File: config.mk
export PLATFORM = sky130hd
export DESIGN_NAME = cmd_dispatch
export DESIGN_NICKNAME = d
export VERILOG_FILES = /design/src/hw/cpu7_pkg.sv /design/src/hw/cmd_dispatch.sv
export SDC_FILE = /design/constraint.sdc
export NUM_CORES = 1
export LEC_CHECK = 0
export BUFFER_PORTS_ARGS = -buffer_cell sky130_fd_sc_hd__buf_2
export CAP_MARGIN = 20
export CORE_MARGIN = 5
export CORE_UTILIZATION = 25
export DETAILED_ROUTE_END_ITERATION = 10
export MAX_ROUTING_LAYER = met4
export PLACE_DENSITY = 0.87
export SETUP_SLACK_MARGIN = 0.05
export SYNTH_ARGS = -nofsm -noshare
export SYNTH_HDL_FRONTEND = slang
export SYNTH_SLANG_ARGS = --single-unit
File: constraint.sdc
create_clock -name vclk -period 1
set_input_delay 0.1 -clock vclk [all_inputs]
set_output_delay 0.1 -clock vclk [all_outputs]
set_load 0.01 [all_outputs]
File: src/hw/cpu7_pkg.sv
// cpu7 shared types: data words, opcodes, error codes, command and status records

`ifndef CPU7_PKG_SV
`define CPU7_PKG_SV

package cpu7_pkg;

	parameter int DEF_NUM_CORES = 4;	// up to 16
	parameter int DEF_STACK_DEPTH = 8;	// up to 16

	typedef logic [55:0] word_t;	// stack data word
	typedef logic [13:0] instr_t;	// two opcodes, low one runs first

	typedef enum logic [6:0] {
		OP_NOP   = 7'h00,
		OP_DEPTH = 7'h01,
		OP_DUP   = 7'h02,
		OP_DROP  = 7'h03,
		OP_EMPTY = 7'h04,
		OP_SWAP  = 7'h05,
		OP_OVER  = 7'h06,
		OP_ROT   = 7'h07,
		// unary, top replaced in place
		OP_COM   = 7'h10,
		OP_NOT   = 7'h11,
		OP_INC   = 7'h12,
		OP_DEC   = 7'h13,
		// binary, two pops and one push
		OP_GT    = 7'h20,
		OP_GTEQ  = 7'h21,
		OP_SM    = 7'h22,
		OP_SMEQ  = 7'h23,
		OP_EQ    = 7'h24,
		OP_NEQ   = 7'h25,
		OP_AND   = 7'h26,
		OP_OR    = 7'h27,
		OP_XOR   = 7'h28,
		OP_SHL   = 7'h29,
		OP_SHR   = 7'h2a,
		OP_ADD   = 7'h2b,
		OP_SUB   = 7'h2c
	} opcode_e;

	typedef enum logic [3:0] {
		ERR_NONE    = 4'h0,
		ERR_DSFULL  = 4'h1,
		ERR_DSEMPTY = 4'h2,
		ERR_DSINDEX = 4'h3,
		ERR_INVALID = 4'h4
	} err_e;

	typedef struct packed {
		logic [3:0] core;	// target core
		logic       is_instr;	// 0 means push of value
		word_t      value;	// instruction in bits 13:0
	} cmd_t;

	typedef struct packed {
		logic       idle;
		err_e       err;	// sticky until reset or next fault
		logic [4:0] depth;
		word_t      top;	// zero on empty stack
	} core_stat_t;

endpackage

`endif

File: src/hw/cmd_dispatch.sv
// command dispatcher: routes a command strobe to the idle core it addresses
`timescale 1ns/1ps

module cmd_dispatch #(
	parameter int NUM_CORES = cpu7_pkg::DEF_NUM_CORES
) (
	input  logic                 i_cmd_stb,
	input  cpu7_pkg::cmd_t       i_cmd,
	input  logic [NUM_CORES-1:0] i_idle,
	output logic                 o_cmd_rdy,
	output logic [NUM_CORES-1:0] o_push_en,
	output logic [NUM_CORES-1:0] o_instr_en,
	output cpu7_pkg::word_t      o_value
);

	logic in_range;
	logic [NUM_CORES-1:0] sel;	// one-hot target
	logic accept;

	assign in_range = int'(i_cmd.core) < NUM_CORES;
	assign sel = in_range ? (NUM_CORES'(1) << i_cmd.core) : '0;

	// out of range never goes ready
	assign o_cmd_rdy = |(sel & i_idle);
	assign accept = i_cmd_stb && o_cmd_rdy;

	assign o_push_en = (accept && !i_cmd.is_instr) ? sel : '0;
	assign o_instr_en = (accept && i_cmd.is_instr) ? sel : '0;
	assign o_value = i_cmd.value;	// broadcast, only the strobed core samples it

endmodule

; Yosys cells after proc, flatten, opt, wreduce, memory -nomap -nowiden
; Index checks and enable logic that the tools add are counted.
[word_totals]
register_bits = 0
in_bits = 66
out_inout_bits = 65
[op_classes]
bitwise = 1
shifts = 1
magnitude_cmp = 1
mux = 3
reduce_logical = 5
[op_table]
columns = op, count
row1 = two-way mux 4 bit, 3
row2 = AND 4 bit, 1
row3 = < comparator 4 x 3 -> 1 bit (second input constant), 1
row4 = OR reduction 4 bit, 1
row5 = << shifter 1 x 4 -> 4 bit (first input constant), 1
row6 = logical AND 1 bit, 3
row7 = zero test 1 bit, 1

; Logic depth before layout (Yosys ltp)
[logic_depth]
depth_word = 7
ltp_mapped = 2

; Worst setup path after synthesis
; OpenSTA, ideal clock, no wires.
[synth_timing]
path_kind = input-to-output
start = input i_cmd[60] (netlist name)
end = output o_instr_en[2]
t_required_ps = 900
t_arrival_ps = 811
path_slack_ps = 89
stages = 2
path_buffers = 0
path_cell_list = or3b_4 -> nor3_1
[synth_between]
elab_chain_len = 7
elab_cells_between_ends = 8
[synth_rtl]
columns = item, line_no
row1 = start: declaration, cmd_dispatch.sv:8  ; input cpu7_pkg::cmd_t i_cmd,
row2 = < comparator 4 x 3 -> 1 bit or << shifter 1 x 4 -> 4 bit (tied branches), "cmd_dispatch.sv:20, cmd_dispatch.sv:21"
row3 = two-way mux 4 bit (*), cmd_dispatch.sv:21  ; assign sel = in_range ? (NUM_CORES'(1) << i_cmd.core) : '0;
row4 = AND 4 bit, cmd_dispatch.sv:24  ; assign o_cmd_rdy = |(sel & i_idle);
row5 = OR reduction 4 bit, cmd_dispatch.sv:24
row6 = logical AND 1 bit, cmd_dispatch.sv:25  ; assign accept = i_cmd_stb && o_cmd_rdy;
row7 = logical AND 1 bit, cmd_dispatch.sv:28  ; assign o_instr_en = (accept && i_cmd.is_instr) ? sel : '0;
row8 = two-way mux 4 bit (*), cmd_dispatch.sv:28
row9 = end: declaration, cmd_dispatch.sv:12  ; output logic [NUM_CORES-1:0] o_instr_en,
; Every way passes the cells marked *; elsewhere a longest branch is shown, timed or not.

; Worst setup path in the final report
[layout_timing]
start = input i_cmd[59] (netlist name)
end = output o_instr_en[3]
; Same word-level chain as after synthesis.

==> metrics.log <==
INFO  metric n_clock_buffer = 0
INFO  metric slowest_stage = sky130_fd_sc_hd__or3b_4
INFO  metric cap_viol_max_count = 0
INFO  metric globalplace.congestion = 0.796
INFO  metric port_buffers = 19
INFO  metric drive_gt1_frac = 0.925
INFO  metric route.final.wire_length = 1240 microns
INFO  metric post-route-drc-count = 0
INFO  metric area.sequential = 0 sq um
INFO  metric violations = negative setup slack
INFO  metric hold_vio_cnt_final = 0
INFO  metric timing.critical_path.fanout_max = 5
INFO  metric timing.final.ws_setup = -40.3 ps
INFO  metric timing.critical_path.slowest_cell_delay = 440 ps
INFO  metric worst_pin_slew = 437 ps
INFO  metric syn_inst = 73
INFO  metric post_synth_instance_area = 538 sq um
INFO  metric setup_crit_path_kind = in2out
INFO  metric via_count = 305
INFO  metric grt_setup_unrepaired = yes
INFO  metric startpoint_type = input port
INFO  metric drtPass1Iterations = 1
INFO  metric antennaDiodeCount = 0
INFO  metric grt_remaining_overflow = 0
INFO  metric final_design_area_no_fill = 380 sq um
INFO  metric netlist_top_cells_area = sky130_fd_sc_hd__buf_4, sky130_fd_sc_hd__nor3_1, sky130_fd_sc_hd__mux2i_1, sky130_fd_sc_hd__nand3b_1, sky130_fd_sc_hd__or3_4
INFO  metric wire_per_inst = 18.4 microns
INFO  metric cts_hold_buffers = 0
INFO  metric yosys.cell_count.top_type = sky130_fd_sc_hd__buf_4
INFO  metric synth_cell_types = 9
INFO  metric outcome = finished with violations
INFO  metric antenna_found_initial = 0
INFO  metric synth-seq-area-share = 0
INFO  metric dieHeight = 56.4 microns
INFO  metric global_route.usage.total = 0.0724
INFO  metric grt_pass1_vias = 378
INFO  metric standard_cell_row_count = 16
INFO  metric final_setup_fails = 5
INFO  metric syn_nets = 139
INFO  metric endpoint_kind = output port
INFO  metric utilization = 0.190
INFO  metric syn2layout_area_growth = -29.3%
INFO  metric chipWidth = 56.4 microns
INFO  metric die_area = 3180 sq um
INFO  metric timing.critical_path.cells = buf_6, or3b_4, nor3_4, buf_2
INFO  metric maximum_vdd_drop = 129 uV
INFO  metric worstPathRequired = 900 ps
INFO  metric power_density = 311 nW/um^2
INFO  metric grt_first_pass_wirelength = 1800 microns
INFO  metric final_hpwl_from_detailed_placement = 924 microns
INFO  metric post-synth-top-area-fraction = 0.781
INFO  metric fp.coreArea = 2000 sq um
INFO  metric final_nets = 108
INFO  metric avgSynthCellArea = 7.37 sq um
INFO  metric max_freq = 961 MHz
INFO  metric hold_path_class = in2out
INFO  metric worst_setup_path_startpoint = i_cmd[59]
INFO  metric num_io_pins = 131
INFO  metric maxSlewHeadroom = 0.703
INFO  metric sequential_cell_total = 0
INFO  metric post_layout_min_period = 1040 ps
INFO  metric synth.largest_area_cell = sky130_fd_sc_hd__buf_4
INFO  metric dpl-instance-area = 277 sq um
INFO  metric leakage = 0.158 nW
INFO  metric netlist_top_cells_count = sky130_fd_sc_hd__buf_4, sky130_fd_sc_hd__nor3_1, sky130_fd_sc_hd__mux2i_1, sky130_fd_sc_hd__nand3b_1
INFO  metric vias_per_cell = 4.55
INFO  metric synthesis.yosys.warnings = 0
INFO  metric floorplan.initialDensity = 0.269
INFO  metric grt_max_degree = 6
INFO  metric period_utilization_post_route = 1.04
INFO  metric antenna_nets_post_route = 0
INFO  metric cp.arrival = 940 ps
INFO  metric critical_path.endpoint = o_instr_en[3]
INFO  metric initialDrtViolationCount = 0
INFO  metric slew_violations = 0
## layout make-up
type               instances  area [sq um]
well taps                 27          33.8
repair buffers            23           158
multi-input cells         17           189
fillers                  242          1620
## power by group
part	total (mW)	internal (mW)	switching (mW)
combinational	0.118	0.0630	0.0554
clock	0	0	0
sequential	0	0	0
## cell usage in the layout (no fill, tap or decap)
| master | instances |
|---|---|
| sky130_fd_sc_hd__buf_2 | 15 |
| sky130_fd_sc_hd__nor3_2 | 7 |
| sky130_fd_sc_hd__buf_6 | 4 |
| sky130_fd_sc_hd__buf_4 | 3 |
| sky130_fd_sc_hd__or3b_4 | 2 |
| sky130_fd_sc_hd__nand3b_1 | 2 |
| sky130_fd_sc_hd__mux2i_4 | 1 |
| sky130_fd_sc_hd__mux2i_2 | 1 |
| sky130_fd_sc_hd__or3_4 | 1 |
| sky130_fd_sc_hd__o22ai_2 | 1 |
| sky130_fd_sc_hd__nand3_1 | 1 |
| sky130_fd_sc_hd__nor3_4 | 1 |
| sky130_fd_sc_hd__buf_8 | 1 |
## per-layer routing
layer  GRT usage  routed length (microns)
met1      0.0445                      251
met2       0.112                      558
met3      0.0413                      246
met4       0.108                      179
met5           -                        0
## kinds of logic after synthesis
kind of cell | synth area share
buffers and inverters | 0.781
AO/OA/AOI/OAI | 0.0116
multiplexers | 0.0372
AND/OR/NAND/NOR | 0.170
## timing repair
item / 4_1_cts / 5_1_grt
cloned: 0 / 0
resized for setup: 17 / 4
pin swaps: 10 / 1
endpoints found under the setup margin: 9 / 9
buffers inserted: 0 / 0
## metrics by stage
stage               power, mW  instances  worst slack [ps]  hold slack (ps)  TNS, ps
finish                  0.118         67             -40.3              200     -160
global route            0.126         67             -77.1              200     -414
CTS                     0.109         67             -39.1              200     -143
detailed placement     0.0767         67              -117              200     -601
global placement       0.0745         67              -113              200     -528
floorplan               0.260         73              89.4              292        0
## worst max-delay path: cells and delay by family
kind	cells	cell delay (ps)
and+or+nand+nor	2	580
buffers and inverters	2	250
## worst min-delay path by stage
stage                         start           to  slack, ps  cells past startpoint
after global placement    i_cmd[10]  o_value[10]        200                      0
after floorplan            i_cmd[0]   o_value[0]        290                      1
final                     i_cmd[26]  o_value[26]        200                      0
after global routing       i_cmd[3]   o_value[3]        200                      0
after CTS                 i_cmd[10]  o_value[10]        200                      0
after detailed placement  i_cmd[10]  o_value[10]        200                      0
Power figures use the tool's default switching activity.
