$ cat src/hw/cpu7_pkg.sv
// cpu7 shared types: data words, opcodes, error codes, command and status records

`ifndef CPU7_PKG_SV
`define CPU7_PKG_SV

package cpu7_pkg;

	parameter int DEF_NUM_CORES = 4;	// up to 16
	parameter int DEF_STACK_DEPTH = 8;	// up to 16

	typedef logic [55:0] word_t;	// stack data word
	typedef logic [13:0] instr_t;	// two opcodes, low one runs first

	typedef enum logic [6:0] {
		OP_NOP   = 7'h00,
		OP_DEPTH = 7'h01,
		OP_DUP   = 7'h02,
		OP_DROP  = 7'h03,
		OP_EMPTY = 7'h04,
		OP_SWAP  = 7'h05,
		OP_OVER  = 7'h06,
		OP_ROT   = 7'h07,
		// unary, top replaced in place
		OP_COM   = 7'h10,
		OP_NOT   = 7'h11,
		OP_INC   = 7'h12,
		OP_DEC   = 7'h13,
		// binary, two pops and one push
		OP_GT    = 7'h20,
		OP_GTEQ  = 7'h21,
		OP_SM    = 7'h22,
		OP_SMEQ  = 7'h23,
		OP_EQ    = 7'h24,
		OP_NEQ   = 7'h25,
		OP_AND   = 7'h26,
		OP_OR    = 7'h27,
		OP_XOR   = 7'h28,
		OP_SHL   = 7'h29,
		OP_SHR   = 7'h2a,
		OP_ADD   = 7'h2b,
		OP_SUB   = 7'h2c
	} opcode_e;

	typedef enum logic [3:0] {
		ERR_NONE    = 4'h0,
		ERR_DSFULL  = 4'h1,
		ERR_DSEMPTY = 4'h2,
		ERR_DSINDEX = 4'h3,
		ERR_INVALID = 4'h4
	} err_e;

	typedef struct packed {
		logic [3:0] core;	// target core
		logic       is_instr;	// 0 means push of value
		word_t      value;	// instruction in bits 13:0
	} cmd_t;

	typedef struct packed {
		logic       idle;
		err_e       err;	// sticky until reset or next fault
		logic [4:0] depth;
		word_t      top;	// zero on empty stack
	} core_stat_t;

endpackage

`endif

$ cat src/hw/status_collect.sv
// status collector: registered cluster flags and readout of one selected core
`timescale 1ns/1ps

module status_collect #(
	parameter int NUM_CORES = cpu7_pkg::DEF_NUM_CORES
) (
	input  logic                                 clk,
	input  logic                                 rst_n,
	input  cpu7_pkg::core_stat_t [NUM_CORES-1:0] i_stat,
	input  logic [3:0]                           i_sel,
	output logic                                 o_all_idle,
	output logic [NUM_CORES-1:0]                 o_err_mask,
	output cpu7_pkg::core_stat_t                 o_sel_stat
);

	import cpu7_pkg::*;

	logic [NUM_CORES-1:0] idle_vec;
	logic [NUM_CORES-1:0] err_vec;
	core_stat_t sel_stat;

	always_comb begin
		sel_stat = '0;	// unknown core reads as zero
		for (int i = 0; i < NUM_CORES; i++) begin
			idle_vec[i] = i_stat[i].idle;
			err_vec[i] = i_stat[i].err != ERR_NONE;
			if (i_sel == 4'(i))
				sel_stat = i_stat[i];
		end
	end

	always_ff @(posedge clk) begin
		if (!rst_n) begin
			o_all_idle <= 1'b1;
			o_err_mask <= '0;
		end else begin
			o_all_idle <= &idle_vec;
			o_err_mask <= err_vec;
		end
	end

	always_ff @(posedge clk) begin
		o_sel_stat <= sel_stat;	// one cycle behind the cores
	end

endmodule

$ cat config.mk
export PLATFORM = sky130hd
export DESIGN_NAME = status_collect
export DESIGN_NICKNAME = d
export VERILOG_FILES = /design/src/hw/cpu7_pkg.sv /design/src/hw/status_collect.sv
export SDC_FILE = /design/constraint.sdc
export NUM_CORES = 1
export LEC_CHECK = 0
export ABC_AREA = 1
export ABC_CLOCK_PERIOD_IN_PS = 3500
export BUFFER_PORTS_ARGS = -buffer_cell sky130_fd_sc_hd__buf_2
export CORE_AREA = 3 3 131 133
export DETAILED_ROUTE_END_ITERATION = 7
export DIE_AREA = 0 0 134 136
export GPL_TIMING_DRIVEN = 1
export PLACE_DENSITY = 0.64
export SETUP_SLACK_MARGIN = 0.5
export SYNTH_ARGS = -nofsm -noshare
export SYNTH_HDL_FRONTEND = slang
export SYNTH_SLANG_ARGS = --single-unit
$ cat constraint.sdc
create_clock -name clk -period 3.5 [get_ports clk]
set_clock_uncertainty 0.15 [all_clocks]
set_input_delay 0.7 -clock clk [delete_from_list [all_inputs] [get_ports clk]]
set_output_delay 0.7 -clock clk [all_outputs]
set_load 0.02 [all_outputs]
After elaboration in Yosys (flattened, before gate mapping)

Index checks and enable logic that the tools add are counted.

Reduce and logical (&&, ||, !) cells: 6
Mux-type cells: 4
Equality and inequality tests: 3

Operator list:

| operator                                                         | number |
|---|---|
| 66-bit two-way mux                                               | 4 |
| 4-bit nonzero test                                               | 4 |
| 4-bit by 2-bit == test with 1-bit output (second input constant) | 2 |
| 4-bit by 1-bit == test with 1-bit output (second input constant) | 1 |
| 4-bit logical NOT                                                | 1 |
| 4-bit AND reduction                                              | 1 |

Bits in registers: 71
Logic and storage cells: 19

Longest topological paths before layout

Gate-level depths: netlist (run 1).

Depth after elaboration: 5
Gate-level depth with buffers: 6
Gate-level depth less buffers: 4

Worst setup path before layout (run 1)

No wires, ideal clock.

Path kind: input-to-reg
Start point: input i_sel[3]
End point: register o_sel_stat[10] (netlist name)
Arrival time: 1435 ps
Cell stages on the path: 5
Slack: 1851 ps
Cell sequence: nor2_1 buf_4 clkbuf_1 nand3_1 nand4_1

RTL lines:

| item                 | RTL line             | RTL |
|---|---|---|
| from (decl)          | status_collect.sv:10 | `input logic [3:0] i_sel,` |
| to (signal assigned) | status_collect.sv:43 | `o_sel_stat <= sel_stat;` |
| to (decl)            | status_collect.sv:13 | `output cpu7_pkg::core_stat_t o_sel_stat` |

==> out/summary.md, run 1 <==
### Status
* **status** completed

### Power and ir drop
* **total power** 2210 uW
* **maximum VDD drop** 0.244 mV
* **static power due to leakage** 0.00274 uW
* **Power Density** 390 nW/um^2

### Run
* **max-cap check violation count** 0

### Die
* **Die Span X** 134 microns
* **total die area** 18200 sq um
* **die height** 136 microns
* **Initial Util** 22.1%
* **number of primary I/O pins** 341
* **Std-Cell Core Area** 15900 sq um
* **number of placement rows** 46

### Logic synthesis
* **Mapped Nets** 751
* **count leader, synth** sky130_fd_sc_hd__nand3_1
* **Post-synth ARST share** 0%
* **syn_area_per_cell** 7.32 sq um
* **top cell type's share of synthesized area** 40.4%
* **cell taking the most area after synthesis** sky130_fd_sc_hd__dfxtp_1
* **Commonest cells post-synth** sky130_fd_sc_hd__nand3_1 (264), sky130_fd_sc_hd__dfxtp_1 (71), sky130_fd_sc_hd__nand4_1 (67)
* **gate count of the mapped netlist** 481
* **cell area after synthesis** 3520 sq um
* **count of distinct cell types in the synthesized netlist** 11
* **Post-synth EDFFs** 0
* **Most used DFF post-synth** sky130_fd_sc_hd__dfxtp_1
* **Yosys warning count** 0
* **Synth Register Bits** 71
* **Area contributors post-synth** sky130_fd_sc_hd__dfxtp_1 (40%), sky130_fd_sc_hd__nand3_1 (38%), sky130_fd_sc_hd__nand4_1 (12%)
* **sequential cell area fraction in the yosys report** 40.4%

### Detailed routing
* **Via Count** 4922
* **antenna violation net count after detailed routing** 0
* **drc violations** 0
* **via density per instance** 4.90
* **aggregate routed wire length** 15700 microns
* **routed wirelength normalized by instance count** 15.6 microns
* **DRC marker count from the first detailed-route iteration** 301
* **first-pass iteration count of the detailed router** 5

### Timing
* **final setup slack of the worst path** 1.67 ns
* **Worst-Margin Slew** 0.629 ns
* **worst slew margin relative to its limit** 58.0%
* **accumulated negative setup slack** 0 ns
* **number of pins exceeding their max-slew limit in the final report** 0
* **final-report hold violation count** 0
* **final worst path period share** 52.2%
* **Max Freq** 0.547 GHz
* **shortest clock period the worst path allows after layout** 1.83 ns
* **count of endpoints failing setup in the final report** 0
* **unrepaired setup endpoints after global routing** false

### Critical path
* **Data required, critical path** 3.62 ns
* **Worst EP arrival** 1.95 ns
* **cell with the largest stage delay on the worst path** sky130_fd_sc_hd__nor2_4
* **Worst path max stage delay** 0.48 ns
* **CP Max Fanout** 21
* **critical path capture point type** flip-flop
* **crit start category** input pin
* **worst-path cell chain** buf_2, inv_2, nor2_4, buf_4, nand3_1, nand4_1
* **kind of critical path** input pin to flip-flop

### Placement
* **number of I/O port buffers** 340
* **weighted congestion reported at the end of routability-driven placement** 0.797
* **Setup WS pre-CTS** 1.33 ns
* **DP Wirelength** 11800 microns
* **Placed Cells** 989

### Cells and area
* **Seq. cell area** 1420 sq um
* **layout net count** 1054
* **final non-filler cell total** 1005
* **diodes inserted** 0
* **fraction of final layout cells with drive strength greater than 1** 47.1%
* **area of the multi-input gates** 1840 sq um
* **layout overhead on the synthesized area** 60.9%
* **fin util** 35.5%
* **# fillers** 1692

### CTS
* **number of buffers inserted by hold repair at cts** 0
* **library cell used as clock root buffer** sky130_fd_sc_hd__clkbuf_16
* **number of buffers added by the clock tree synthesis step** 9
* **number of buffers inserted to repair setup after CTS** 0
* **clock tree from TritonCTS** done
* **H-tree levels** 3
* **clock transition time at the flip-flop clock pins of the worst setup and hold paths** 0.06 ns
* **Clock Tree Buf Depth** 2
* **Sink Count** 71
* **total of cells resized after clock tree synthesis** 0

### Worst hold path
* **kind of path behind the tightest hold check** input pin to flip-flop

### GRT
* **GRT Total Usage** 15.9%
* **global-route wire length before repair** 22900 microns
* **Congestion Overflow GR** 0
* **pin count of the biggest net entering global routing** 133
* **antenna violations before repair** 1
* **number of global-route vias before repair** 4495

## where the power goes
part	switching (uW)	internal, uW
Sequential	12.8	858
Clock	373	516
Combinational	262	188
## area by class of cell
class	count	share of cell area (%)
flip-flops and latches	71	25.1
repair buffers	349	32.3
clock buffers	11	4.46
inverters	4	0.265
clock inverters	5	0.574
multi-input cells	349	32.5
well taps	216	4.77
## sequential cells by signal (all words and copies together) (netlist names)
signal and count:
o_sel_stat 66, o_all_idle 1, o_err_mask 4
## final timing paths
path / startpoint / end / slack (ns) / cells past startpoint
worst max-delay path: i_sel[1] / o_sel_stat[2]$_DFF_P_ / 1.67 / 6
worst min-delay path: rst_n / o_all_idle$_SDFF_PN1_ / 0.39 / 2
## metrics by stage
| stage | hold WS (ns) | area [sq um] |
|---|---|---|
| 3_3_place_gp | 0.734 | 5380 |
| 5_1_grt | 0.378 | 5670 |
| 4_1_cts | 0.371 | 5670 |
| 2_1_floorplan | 0.619 | 3520 |
| 6_report | 0.390 | 5670 |
| 3_5_place_dp | 0.741 | 5380 |
## critical path, delay by kind of cell
kind / cells / cell delay [ns]
and+or+nand+nor: 3 / 0.68
buffers and inverters: 3 / 0.55
## cell families after synthesis
kind of cell / after synthesis / synth area share [%]
AOI/OAI and AO/OA: 4 / 0.568
DFF: 71 / 40.4
and+or+nand+nor: 345 / 50.9
buffers and inverters: 61 / 8.17
## per-layer routing
layer	up-vias	GRT usage [%]	wire length [microns]
met5	-	0	13
met4	2	7.77	463
met3	30	4.29	1320
met2	259	28.4	7810
met1	2233	17.5	6050
li1	2398	-	-
## placed cells by master (no fill, tap or decap)
cell type	n
sky130_fd_sc_hd__clkinv_2	2
sky130_fd_sc_hd__inv_2	3
sky130_fd_sc_hd__buf_12	5
sky130_fd_sc_hd__dfxtp_1	71
sky130_fd_sc_hd__clkbuf_16	9
sky130_fd_sc_hd__buf_2	340
sky130_fd_sc_hd__nand4_1	67
sky130_fd_sc_hd__nand2_1	2
sky130_fd_sc_hd__inv_1	1
sky130_fd_sc_hd__nor2_4	4
sky130_fd_sc_hd__clkinvlp_4	3
sky130_fd_sc_hd__nand3_1	264
sky130_fd_sc_hd__buf_4	4
sky130_fd_sc_hd__nor2_1	8
sky130_fd_sc_hd__clkbuf_8	2
sky130_fd_sc_hd__a21oi_1	4
(Power assumes the default switching activity.)
==> run 2, diff against run 1 <==
==> config.mk (replaced) <==
export PLATFORM = sky130hd
export DESIGN_NAME = status_collect
export DESIGN_NICKNAME = d
export VERILOG_FILES = /design/src/hw/cpu7_pkg.sv /design/src/hw/status_collect.sv
export SDC_FILE = /design/constraint.sdc
export NUM_CORES = 1
export LEC_CHECK = 0
export ABC_AREA = 0
export ABC_CLOCK_PERIOD_IN_PS = 1670
export BUFFER_PORTS_ARGS = -buffer_cell sky130_fd_sc_hd__buf_2
export CORE_AREA = 3 3 130 132
export DETAILED_ROUTE_END_ITERATION = 7
export DIE_AREA = 0 0 133 135
export GPL_TIMING_DRIVEN = 1
export PLACE_DENSITY = 0.66
export SETUP_SLACK_MARGIN = 0.5
export SYNTH_ARGS = -nofsm -noshare
export SYNTH_HDL_FRONTEND = slang
export SYNTH_SLANG_ARGS = --single-unit
==> constraint.sdc (replaced) <==
create_clock -name clk -period 1.67 [get_ports clk]
set_clock_uncertainty 0.15 [all_clocks]
set_input_delay 0.334 -clock clk [delete_from_list [all_inputs] [get_ports clk]]
set_output_delay 0.334 -clock clk [all_outputs]
set_load 0.02 [all_outputs]
==> out/summary.md, run 2 <==
### Die
* **Die Span X** 133 microns
* **number of placement rows** 46
* **Std-Cell Core Area** 15800 sq um
* **number of primary I/O pins** 341
* **total die area** 18000 sq um
* **Initial Util** 21.8%
* **die height** 135 microns

### Run
* **max-cap check violation count** 0

### Timing
* **worst slew margin relative to its limit** 77.5%
* **count of endpoints failing setup in the final report** 0
* **Max Freq** 0.773 GHz
* **shortest clock period the worst path allows after layout** 1.29 ns
* **final-report hold violation count** 0
* **final worst path period share** 77.4%
* **Worst-Margin Slew** 0.329 ns
* **accumulated negative setup slack** 0 ns
* **unrepaired setup endpoints after global routing** true
* **number of pins exceeding their max-slew limit in the final report** 0

### Cells and area
* **diodes inserted** 0
* **commonest non-fill, non-tap cell in the layout** sky130_fd_sc_hd__buf_2
* **layout net count** 915
* **final non-filler cell total** 866
* **most used cells in the layout excluding fill and tap cells** sky130_fd_sc_hd__buf_2 (268), sky130_fd_sc_hd__mux2i_1 (132), sky130_fd_sc_hd__dfxtp_2 (71), sky130_fd_sc_hd__buf_6 (71), sky130_fd_sc_hd__o22ai_1 (55)
* **fraction of final layout cells with drive strength greater than 1** 70.3%
* **biggest registers after layout** o_sel_stat (66), o_err_mask (4), o_all_idle (1)
* **layout overhead on the synthesized area** 87.6%
* **fin util** 40.9%
* **Largest register FFs** 66
* **Most flops, register** o_sel_stat

### Detailed routing
* **first-pass iteration count of the detailed router** 4
* **Via Count** 3836
* **aggregate routed wire length** 14700 microns
* **DRC marker count from the first detailed-route iteration** 91
* **drc violations** 0
* **antenna violation net count after detailed routing** 0
* **via density per instance** 4.43
* **routed wirelength normalized by instance count** 17.0 microns

### CTS
* **library cell used as clock root buffer** sky130_fd_sc_hd__clkbuf_16
* **clock transition time at the flip-flop clock pins of the worst setup and hold paths** 0.06 ns
* **Sink Count** 71
* **H-tree levels** 3
* **number of buffers added by the clock tree synthesis step** 9
* **Clock Tree Buf Depth** 2
* **clock tree from TritonCTS** done

### Critical path
* **worst-path cell chain** buf_6
* **kind of critical path** flip-flop to output pin
* **total number of cells along the worst setup path** 1
* **CP Max Fanout** 1
* **buffers and inverters on the worst path** 1
* **Worst EP arrival** 0.81 ns
* **Data required, critical path** 1.19 ns
* **critical path capture point type** output pin
* **crit start category** flip-flop
* **cell with the largest stage delay on the worst path** sky130_fd_sc_hd__dfxtp_2
* **Worst path top cell family by delay** flip-flops
* **Worst path max stage delay** 0.36 ns

### Logic synthesis
* **cell taking the most area after synthesis** sky130_fd_sc_hd__dfxtp_1
* **top cell type's share of synthesized area** 41.2%
* **adder-cell share of the synthesized area** 0%
* **Mapped Nets** 576
* **Commonest cells post-synth** sky130_fd_sc_hd__mux2i_1 (132), sky130_fd_sc_hd__dfxtp_1 (71), sky130_fd_sc_hd__o22ai_1 (66)
* **cell area after synthesis** 3450 sq um
* **count leader, synth** sky130_fd_sc_hd__mux2i_1
* **dominant combinational cell family by area after synthesis** multiplexers
* **area fraction in compound gates after synthesis** 13.3%
* **Post-synth EDFFs** 0
* **mux contribution to synthesized area** 38.3%
* **count of distinct cell types in the synthesized netlist** 12
* **Post-synth ARST share** 0%
* **XOR/XNOR share of the synthesized area** 0%
* **sequential cell area fraction in the yosys report** 41.2%
* **Most used DFF post-synth** sky130_fd_sc_hd__dfxtp_1
* **gate count of the mapped netlist** 306
* **Area contributors post-synth** sky130_fd_sc_hd__dfxtp_1 (41%), sky130_fd_sc_hd__mux2i_1 (38%), sky130_fd_sc_hd__o22ai_1 (12%)
* **Synth Register Bits** 71
* **post-synthesis simple-gate area fraction** 0.943%
* **syn_area_per_cell** 11.3 sq um
* **Yosys warning count** 0

### GRT
* **GRT Total Usage** 14.3%
* **number of global-route vias before repair** 3938
* **antenna violations before repair** 0
* **global-route wire length before repair** 20300 microns
* **Congestion Overflow GR** 0
* **pin count of the biggest net entering global routing** 67

### Status
* **status** completed

### Placement
* **weighted congestion reported at the end of routability-driven placement** 0.791
* **Placed Cells** 845
* **number of I/O port buffers** 340
* **DP Wirelength** 10600 microns

### Power and ir drop
* **Power Density** 817 nW/um^2
* **static power due to leakage** 0.00335 uW
* **total power** 5280 uW
* **maximum VDD drop** 0.512 mV

### Worst hold path
* **kind of path behind the tightest hold check** input pin to flip-flop
* **worst hold stages** 2

==> run 2: timing repair <==
| item | 4_1_cts | 5_1_grt |
|---|---|---|
| hold buffers | 0 | 0 |
| setup endpoints to repair | 72 | 91 |
| cloned | 1 | 4 |
| gates resized for setup | 214 | 14 |
| buffers inserted | 0 | 0 |
| pin swaps | 0 | 1 |
| hold endpoints to repair | 0 | 0 |
==> run 2: area by class of cell <==
class / instances / area, sq um
clock inverters: 6 / 108
repair buffers: 357 / 2460
flip-flops and latches: 71 / 1510
clock buffers: 10 / 239
multi-input cells: 206 / 1880
well taps: 216 / 270
fillers: 1521 / 9360
==> run 2: metrics by stage <==
step | hold slack (ns) | cell area (sq um) | setup WS (ns)
after global placement | 0.431 | 5360 | 0.124
after detailed placement | 0.423 | 5360 | 0.114
after global routing | 0.0782 | 6470 | 0.346
after floorplan | 0.246 | 3520 | 0.344
final | 0.0807 | 6470 | 0.377
after CTS | 0.0663 | 6290 | 0.352
==> run 2: where the power goes <==
| part | switching, uW | total [uW] | internal, uW |
|---|---|---|---|
| Combinational | 530 | 1190 | 663 |
| Sequential | 45.2 | 1860 | 1810 |
| Clock | 740 | 2230 | 1490 |
| Total | 1320 | 5280 | 3970 |
==> run 2: final timing paths <==
kind	slack [ns]	to	startpoint
worst max-delay path	0.38	o_sel_stat[57]	o_sel_stat[57]$_DFF_P_
worst min-delay path	0.08	o_all_idle$_SDFF_PN1_	rst_n
==> run 2: kinds of logic (layout without fill, tap and decap cells) <==
| kind of cell | count (synthesis) | in the layout |
|---|---|---|
| buf+inv | 29 | 373 |
| flops | 71 | 71 |
| compound gates | 70 | 70 |
| simple gates | 4 | 4 |
| mux | 132 | 132 |
==> run 2: per-layer routing <==
metal  GRT usage, %  wire length (microns)  vias up
met5              0                      0        -
met4           3.52                    117        0
met3           5.07                   1140       10
met1           15.7                   5540     1769
met2           26.3                   7910      183
li1               -                      -     1874
